`config.mk`:
```
export PLATFORM = sky130hd
export DESIGN_NAME = icache_top
export DESIGN_NICKNAME = d
export VERILOG_FILES = /design/src/icache_pkg.sv /design/src/icache_fill_if.sv /design/src/icache_top.sv /design/src/icache_memctrl.sv /design/src/icache_lookup.sv
export VERILOG_INCLUDE_DIRS = /design/src
export SDC_FILE = /design/constraint.sdc
export NUM_CORES = 2
export LEC_CHECK = 0
export BUFFER_PORTS_ARGS = -buffer_cell sky130_fd_sc_hd__buf_2
export CAP_MARGIN = 0
export CORE_MARGIN = 2
export CORE_UTILIZATION = 35
export CTS_BUF_LIST = sky130_fd_sc_hd__clkbuf_8
export DETAILED_ROUTE_END_ITERATION = 8
export PLACE_DENSITY_LB_ADDON = 0.25
export SYNTH_ARGS = -nofsm -noshare
export SYNTH_HDL_FRONTEND = slang
export SYNTH_SLANG_ARGS = --single-unit
```
`constraint.sdc`:
```
create_clock -name aclk -period 10.92 [get_ports aclk]
set_clock_uncertainty 0.15 [all_clocks]
set_input_delay 2.184 -clock aclk [delete_from_list [all_inputs] [get_ports aclk]]
set_output_delay 2.184 -clock aclk [all_outputs]
set_load 0.02 [all_outputs]
```
`src/icache_defs.svh`:
```
/* Instruction cache geometry */

`ifndef ICACHE_DEFS_SVH
`define ICACHE_DEFS_SVH

// Fetch address width in bits
`define ICACHE_ADDR_W   16
// One RISC-V instruction
`define ICACHE_WORD_W   32
// Cache line, also the AXI4 data width
`define ICACHE_LINE_W   128

// Direct-mapped, 16 lines
`define ICACHE_DEPTH    16
`define ICACHE_INDEX_W  4
`define ICACHE_TAG_W    8

// AXI4 read address fields, fixed for one 16-byte beat
`define ICACHE_ARSIZE   4
// INCR burst type
`define ICACHE_ARBURST  1

`endif
```
`src/icache_pkg.sv`:
```
/* Instruction cache types */

`include "icache_defs.svh"

package icache_pkg;

    // Widths carrying a meaning
    typedef logic [`ICACHE_ADDR_W-1:0]  addr_t;
    typedef logic [`ICACHE_WORD_W-1:0]  word_t;
    typedef logic [`ICACHE_LINE_W-1:0]  line_t;
    typedef logic [`ICACHE_INDEX_W-1:0] index_t;
    typedef logic [`ICACHE_TAG_W-1:0]   tag_t;

    // Fetch side lookup FSM
    typedef enum logic [1:0] {
        LK_IDLE, LK_RESPOND, LK_MISS, LK_WAIT_DROP
    } lookup_state_t;

    // Memory controller FSM, refill and flush sweep
    typedef enum logic [2:0] {
        MC_IDLE, MC_ADDR, MC_DATA, MC_ACK, MC_FLUSH, MC_FLUSH_ACK
    } memctrl_state_t;

endpackage

```
`src/icache_fill_if.sv`:
```
/* Lookup to memory controller link */

`timescale 1ns/100ps

interface icache_fill_if import icache_pkg::*; ();

    // Four-phase refill request from lookup
    logic   refill_req;
    addr_t  refill_addr;
    logic   refill_ack;

    // Line write port into the cache arrays
    logic   line_wen;
    index_t line_index;
    tag_t   line_tag;
    logic   line_valid;
    line_t  line_data;

    // High while a flush is pending or running
    logic   sweeping;

    modport lookup_mp (
        output refill_req, refill_addr,
        input  refill_ack, line_wen, line_index, line_tag, line_valid, line_data, sweeping
    );

    modport memctrl_mp (
        input  refill_req, refill_addr,
        output refill_ack, line_wen, line_index, line_tag, line_valid, line_data, sweeping
    );

endinterface

```
`src/icache_top.sv`:
```
/* Instruction cache top */

`timescale 1ns/100ps

module icache_top import icache_pkg::*; (
    input  logic       aclk,
    input  logic       rst,
    // FENCE.i flush
    input  logic       flush_req,
    output logic       flush_ack,
    // Instruction fetch port
    input  logic       ctrl_arvalid,
    output logic       ctrl_arready,
    input  addr_t      ctrl_araddr,
    output logic       ctrl_rvalid,
    input  logic       ctrl_rready,
    output word_t      ctrl_rdata,
    // AXI4 read port to central memory
    output logic       mem_arvalid,
    input  logic       mem_arready,
    output addr_t      mem_araddr,
    output logic [7:0] mem_arlen,
    output logic [2:0] mem_arsize,
    output logic [1:0] mem_arburst,
    input  logic       mem_rvalid,
    output logic       mem_rready,
    input  line_t      mem_rdata,
    input  logic [1:0] mem_rresp,
    input  logic       mem_rlast
);

    icache_fill_if fill_if ();

    // Arrays, hit check and fetch responses
    icache_lookup icache_lookup_i (
        .aclk         (aclk),
        .rst          (rst),
        .ctrl_arvalid (ctrl_arvalid),
        .ctrl_arready (ctrl_arready),
        .ctrl_araddr  (ctrl_araddr),
        .ctrl_rvalid  (ctrl_rvalid),
        .ctrl_rready  (ctrl_rready),
        .ctrl_rdata   (ctrl_rdata),
        .fill         (fill_if.lookup_mp)
    );

    // Refill over AXI4 and flush sweep
    icache_memctrl icache_memctrl_i (
        .aclk        (aclk),
        .rst         (rst),
        .flush_req   (flush_req),
        .flush_ack   (flush_ack),
        .mem_arvalid (mem_arvalid),
        .mem_arready (mem_arready),
        .mem_araddr  (mem_araddr),
        .mem_arlen   (mem_arlen),
        .mem_arsize  (mem_arsize),
        .mem_arburst (mem_arburst),
        .mem_rvalid  (mem_rvalid),
        .mem_rready  (mem_rready),
        .mem_rdata   (mem_rdata),
        .mem_rresp   (mem_rresp),
        .mem_rlast   (mem_rlast),
        .fill        (fill_if.memctrl_mp)
    );

endmodule

```
`src/icache_memctrl.sv`:
```
/* Instruction cache memory controller */

`timescale 1ns/100ps

`include "icache_defs.svh"

module icache_memctrl import icache_pkg::*; (
    input  logic              aclk,
    input  logic              rst,
    // FENCE.i flush, four-phase
    input  logic              flush_req,
    output logic              flush_ack,
    // AXI4 read to central memory
    output logic              mem_arvalid,
    input  logic              mem_arready,
    output addr_t             mem_araddr,
    output logic [7:0]        mem_arlen,
    output logic [2:0]        mem_arsize,
    output logic [1:0]        mem_arburst,
    input  logic              mem_rvalid,
    output logic              mem_rready,
    input  line_t             mem_rdata,
    // Single beat only, so RLAST comes with every beat and RRESP is not acted on
    input  logic [1:0]        mem_rresp,
    input  logic              mem_rlast,
    icache_fill_if.memctrl_mp fill
);

    memctrl_state_t state;
    addr_t          araddr_q;
    line_t          line_q;
    index_t         sweep_cnt;
    logic           wen_q;
    logic           ack_q;
    logic           start_refill;
    logic           rd_done;

    // Flush wins over a refill request arriving in the same cycle
    assign start_refill = (state == MC_IDLE) && !flush_req && fill.refill_req;
    assign rd_done      = (state == MC_DATA) && mem_rvalid;

    ////////////////////////////////////////////////////////////
    // AXI4 read channels
    ////////////////////////////////////////////////////////////

    assign mem_arlen   = 8'd0;
    assign mem_arsize  = 3'(`ICACHE_ARSIZE);
    assign mem_arburst = 2'(`ICACHE_ARBURST);
    assign mem_arvalid = (state == MC_ADDR);
    assign mem_araddr  = araddr_q;
    assign mem_rready  = (state == MC_DATA);

    // Line-aligned address and returned line
    always_ff @(posedge aclk) begin
        if (start_refill) begin
            araddr_q <= fill.refill_addr & ~addr_t'(`ICACHE_LINE_W/8 - 1);
        end
        if (rd_done) begin
            line_q <= mem_rdata;
        end
    end

    // Refill and sweep FSM
    always_ff @(posedge aclk) begin
        if (rst) begin
            state     <= MC_IDLE;
            sweep_cnt <= '0;
            wen_q     <= 1'b0;
            ack_q     <= 1'b0;
        end else begin
            // Line write lasts a single cycle
            wen_q <= rd_done;
            case (state)
                MC_IDLE: begin
                    if (flush_req) begin
                        state     <= MC_FLUSH;
                        sweep_cnt <= '0;
                    end else if (fill.refill_req) begin
                        state <= MC_ADDR;
                    end
                end
                MC_ADDR: begin
                    if (mem_arready) begin
                        state <= MC_DATA;
                    end
                end
                MC_DATA: begin
                    if (mem_rvalid) begin
                        state <= MC_ACK;
                    end
                end
                // Ack follows the line write, drops after the request does
                MC_ACK: begin
                    if (ack_q && !fill.refill_req) begin
                        ack_q <= 1'b0;
                        state <= MC_IDLE;
                    end else begin
                        ack_q <= 1'b1;
                    end
                end
                MC_FLUSH: begin
                    sweep_cnt <= sweep_cnt + 1'b1;
                    if (sweep_cnt == index_t'(`ICACHE_DEPTH - 1)) begin
                        state <= MC_FLUSH_ACK;
                    end
                end
                MC_FLUSH_ACK: begin
                    if (!flush_req) begin
                        state <= MC_IDLE;
                    end
                end
                default: begin
                    state <= MC_IDLE;
                end
            endcase
        end
    end

    assign flush_ack = (state == MC_FLUSH_ACK);

    ////////////////////////////////////////////////////////////
    // Line writes toward lookup
    ////////////////////////////////////////////////////////////

    // Also covers the first flush_req cycle so no fetch slips in
    assign fill.sweeping = (state == MC_FLUSH) ||
                           (flush_req && (state == MC_IDLE || state == MC_FLUSH_ACK));

    assign fill.refill_ack = ack_q;
    assign fill.line_wen   = wen_q || (state == MC_FLUSH);
    assign fill.line_index = (state == MC_FLUSH) ? sweep_cnt :
                             araddr_q[`ICACHE_ADDR_W-`ICACHE_TAG_W-1 -: `ICACHE_INDEX_W];
    assign fill.line_tag   = araddr_q[`ICACHE_ADDR_W-1 -: `ICACHE_TAG_W];
    assign fill.line_valid = (state != MC_FLUSH);
    assign fill.line_data  = line_q;

endmodule

```
`src/icache_lookup.sv`:
```
/* Instruction cache line lookup */

`timescale 1ns/100ps

`include "icache_defs.svh"

module icache_lookup import icache_pkg::*; (
    input  logic             aclk,
    input  logic             rst,
    // Fetch address channel
    input  logic             ctrl_arvalid,
    output logic             ctrl_arready,
    input  addr_t            ctrl_araddr,
    // Fetch data channel
    output logic             ctrl_rvalid,
    input  logic             ctrl_rready,
    output word_t            ctrl_rdata,
    // Refill and line writes
    icache_fill_if.lookup_mp fill
);

    lookup_state_t            state;
    addr_t                    addr_q;
    logic [`ICACHE_DEPTH-1:0] valid_q;
    tag_t                     tag_q [`ICACHE_DEPTH];
    line_t                    data_q [`ICACHE_DEPTH];
    index_t                   req_index;
    tag_t                     req_tag;
    index_t                   cur_index;
    logic [1:0]               word_sel;
    line_t                    cur_line;
    logic                     hit;
    logic                     accept;

    ////////////////////////////////////////////////////////////
    // Line storage
    ////////////////////////////////////////////////////////////

    // Valid bits are cleared by reset and by the flush sweep
    always_ff @(posedge aclk) begin
        if (rst) begin
            valid_q <= '0;
        end else if (fill.line_wen) begin
            valid_q[fill.line_index] <= fill.line_valid;
        end
    end

    // Tag and data only change on a refill
    // so a pending response keeps its word during a sweep
    always_ff @(posedge aclk) begin
        if (fill.line_wen && fill.line_valid) begin
            tag_q[fill.line_index]  <= fill.line_tag;
            data_q[fill.line_index] <= fill.line_data;
        end
    end

    ////////////////////////////////////////////////////////////
    // Tag compare on the incoming address
    ////////////////////////////////////////////////////////////

    assign req_index = ctrl_araddr[`ICACHE_ADDR_W-`ICACHE_TAG_W-1 -: `ICACHE_INDEX_W];
    assign req_tag   = ctrl_araddr[`ICACHE_ADDR_W-1 -: `ICACHE_TAG_W];
    assign hit       = valid_q[req_index] && (tag_q[req_index] == req_tag);

    // One fetch in flight, none while the cache is being flushed
    assign ctrl_arready = (state == LK_IDLE) && !fill.sweeping;
    assign accept       = ctrl_arvalid && ctrl_arready;

    always_ff @(posedge aclk) begin
        if (accept) begin
            addr_q <= ctrl_araddr;
        end
    end

    // Lookup FSM
    always_ff @(posedge aclk) begin
        if (rst) begin
            state <= LK_IDLE;
        end else begin
            case (state)
                LK_IDLE: begin
                    if (accept) begin
                        state <= hit ? LK_RESPOND : LK_MISS;
                    end
                end
                // Hold the request until the line is in place
                LK_MISS: begin
                    if (fill.refill_ack) begin
                        state <= LK_WAIT_DROP;
                    end
                end
                LK_WAIT_DROP: begin
                    if (!fill.refill_ack) begin
                        state <= LK_RESPOND;
                    end
                end
                LK_RESPOND: begin
                    if (ctrl_rready) begin
                        state <= LK_IDLE;
                    end
                end
                default: begin
                    state <= LK_IDLE;
                end
            endcase
        end
    end

    assign fill.refill_req  = (state == LK_MISS);
    assign fill.refill_addr = addr_q;

    ////////////////////////////////////////////////////////////
    // Response word select
    ////////////////////////////////////////////////////////////

    // Word offset sits just above the two byte bits
    assign cur_index = addr_q[`ICACHE_ADDR_W-`ICACHE_TAG_W-1 -: `ICACHE_INDEX_W];
    assign word_sel  = addr_q[3:2];
    assign cur_line  = data_q[cur_index];

    // Held address and line keep data stable under back-pressure
    assign ctrl_rvalid = (state == LK_RESPOND);
    assign ctrl_rdata  = cur_line[word_sel*`ICACHE_WORD_W +: `ICACHE_WORD_W];

endmodule

```
==> reports/qor.txt <==
arrival time of data at the critical path endpoint = 5.05 ns
overall track demand over capacity in global routing = 0.1646
maximum number of pins on one net before global-route repair = 137
Max VDD drop = 0.1425 mV
H-tree levels = 5
Cell Rows = 184
slew of the pin with the lowest slew margin = 1.068 ns
cell leakage power = 31.68 nW
vias after detailed routing = 39.53k
synthesized flop and latch total = 2361
residual overflow from global routing = 0
post-route DRC violation count = 0
post-detailed-route count of antenna-violating nets = 0
clock slew seen by the registers of the worst setup and hold paths = 0.05 ns
critical path data required time = 8.59 ns
clk buf depth = 4
number of nets in the finished design = 4164
met1 GRT Util = 0.2281
total power = 20.27 mW
antenna violations before repair = 24
start-to-end type of the worst setup path = flop to primary output
DR pass1 iterations = 5
dpl ws = 4.464 ns
area of the mapped netlist = 88840 µm²
layer with the highest usage after global routing = met2
cell at the root of the clock tree = clkbuf_8
fraction of layout cells with a size suffix above 1 = 0.3369
part of the Yosys area used for sequential elements = 0.7945
clock latency at the later pin of the worst-skew pair = 1.06 ns
endpoint class of the critical path = primary output
GRT met3 Usage = 0.02885
total detailed-routing wirelength = 213.5 mm
Sinks on Clock Net = 2361
detail-routed via count per cell = 5.163
I/O pins = 220
max_cap viols = 0
cts bufs inserted = 406
final setup margin = 3.540 ns
global-route wire length before repair = 305.3 mm
total negative setup slack = 0 ns
quantity of gates resized following cts = 0
via count of the first global-routing pass = 41.93k
ys async rst share = 0
die area = 257900 µm²
power density over cell area = 200.6 nW/µm²
clock tree from TritonCTS = yes
number of placed cells counting well taps = 6949
met2 usage in global routing = 0.2691
number of setup buffers added after CTS = 0
status = finished, final reports clean
horizontal extent of the die = 507.8 µm
post-route non-filler standard cell count = 7657
RSZ-0062 raised after global routing = no
Final setup viols = 0
post-synthesis cell count = 3515
area growth from synthesis to layout = 13.74%
most frequent cells in the layout = edfxtp_1, mux4_2, clkbuf_8
first-iteration detailed-routing DRC count = 3532
mean area per synthesized cell = 25.28 µm²
total core area = 251900 µm²
half-perimeter wire length of the detailed placement result = 104.5 mm
tightest slew margin relative to the limit = 0.2878
timing-limited maximum frequency = 0.1355 GHz
Worst Hold Class = flop to flop
Post-synth EDFFs = 2330
Critical Path Fanout Max = 68
final number of max-transition violations = 0
placer congestion estimate = 0.7055
HP Start = icache_lookup_i.fill.refill_addr[12]$_DFFE_PP_
Hold Fails Final Rpt = 0
minimum period implied by the final worst setup slack = 7.380 ns
Tcrit/Tclk final = 0.6758
Die Span Y = 507.8 µm
Post-CTS Hold Buffers = 0
kind of launch point of the worst setup path = flop
initial core utilization = 0.3527
count of buffers from port buffering = 197
count of different cell masters after synthesis = 54
DR WL/cell = 27.88 µm
launch instance of the worst register-to-register path = icache_memctrl_i.state[0]$_SDFFE_PP0P_
most common library cell in the layout ignoring fill and taps = edfxtp_1
YS warnings = 0
Top FF cell, synth = edfxtp_1
-- worst max-delay path, stage by stage, from the launching register on --
cell and delay, ns:
dfxtp_4 0.83, buf_12 0.49, buf_4 0.55, mux4_2 0.58, mux4_2 0.56, mux2i_1 0.31
o21ai_0 0.23, buf_2 0.23
-- metal layers --
metal  part of all wire  routed length (µm)  vias to the layer above
li1                   -                   -                    16300
met2               0.49              105000                     1145
met4              0.021                4525                        6
met5            0.00015                  31                        -
met1               0.44               93090                    21710
met3              0.051               10880                      366
-- state kept, by name, indices dropped and copies added, names as in the netlist, named ones only --
signal / flops
icache_memctrl_i.fill.refill_ack: 1
icache_lookup_i.data_q: 2048
icache_memctrl_i.fill.line_data: 128
icache_lookup_i.fill.refill_addr: 14
icache_memctrl_i.state: 3
icache_lookup_i.state: 2
icache_memctrl_i.sweep_cnt: 4
icache_lookup_i.valid_q: 16
icache_memctrl_i.mem_araddr: 12
icache_lookup_i.tag_q: 128
icache_memctrl_i.wen_q: 1
-- kinds of logic (layout without fill, tap and decap cells) --
family,Yosys count,in the layout,synth area share
and+or+nand+nor,103,103,0.006239
xor gates and xnor gates,5,5,0.0004929
AOI/OAI and AO/OA,92,92,0.006380
DFF,2361,2361,0.7945
buffers and inverters,210,981,0.01101
muxes,741,741,0.1811
other,2,25,0.00008453
adders and majority gates,1,1,0.0001408
-- area by class of cell --
cell class	count	area (µm²)
Antenna cell	8	20.02
Clock buffer	413	5684
Clock inverter	287	1410
Fill cell	22220	150800
Inverter	20	187.7
Multi-Input combinational cell	959	17350
Sequential cell	2361	70600
Tap cell	3348	4189
Timing Repair Buffer	261	1604
-- final timing paths --
kind,end,slack (ns),cells after the start
max,ctrl_rdata[2],3.54,7
min,icache_memctrl_i.mem_araddr[12]$_DFFE_PP_,0.27,0
max reg2reg,icache_lookup_i.data_q[8][80]$_DFFE_PP_,6.21,8
min reg2reg,icache_memctrl_i.mem_araddr[12]$_DFFE_PP_,0.27,0
-- power by group --
part           total (mW)  internal [mW]  switching [mW]
clock                7.17           3.71            3.46
sequential           10.2           9.98           0.182
combinational        2.94           1.50            1.44
-- through the flow --
stage / util / area, µm² / hold WS [ns]
after floorplan: - / 88900 / 0.2503
after global placement: 0.3730 / 93930 / 0.2508
after detailed placement: 0.3730 / 93930 / 0.2545
after CTS: 0.4011 / 101000 / 0.2673
after global routing: 0.4012 / 101000 / 0.2754
final: 0.4012 / 101000 / 0.2667
-- cells in the mapped netlist (all sizes together) (3+ instances only) --
| library cell | n | share of area |
|---|---|---|
| nand3b | 3 | 0.00025 |
| o31a | 4 | 0.00039 |
| mux4 | 690 | 0.18 |
| nand2b | 15 | 0.0011 |
| clkbuf | 88 | 0.0037 |
| or2 | 5 | 0.00035 |
| nor3 | 7 | 0.00039 |
| o21ai | 32 | 0.0018 |
| nor2 | 17 | 0.00072 |
| nor4 | 3 | 0.00038 |
| inv | 20 | 0.00084 |
| xor2 | 4 | 0.00039 |
| edfxtp | 2330 | 0.79 |
| a21oi | 23 | 0.0013 |
| o22ai | 4 | 0.00028 |
| nor3b | 4 | 0.00034 |
| mux2 | 22 | 0.0028 |
| nand2 | 27 | 0.0011 |
| buf | 102 | 0.0065 |
| a211oi | 3 | 0.00025 |
| mux2i | 29 | 0.0033 |
| nor2b | 3 | 0.00021 |
| and3b | 3 | 0.00030 |
| a31oi | 5 | 0.00035 |
| nand3 | 5 | 0.00028 |
| a22o | 6 | 0.00059 |
| or3 | 3 | 0.00021 |
| dfxtp | 31 | 0.0070 |
Note: power is estimated with default switching activity, not from simulation.
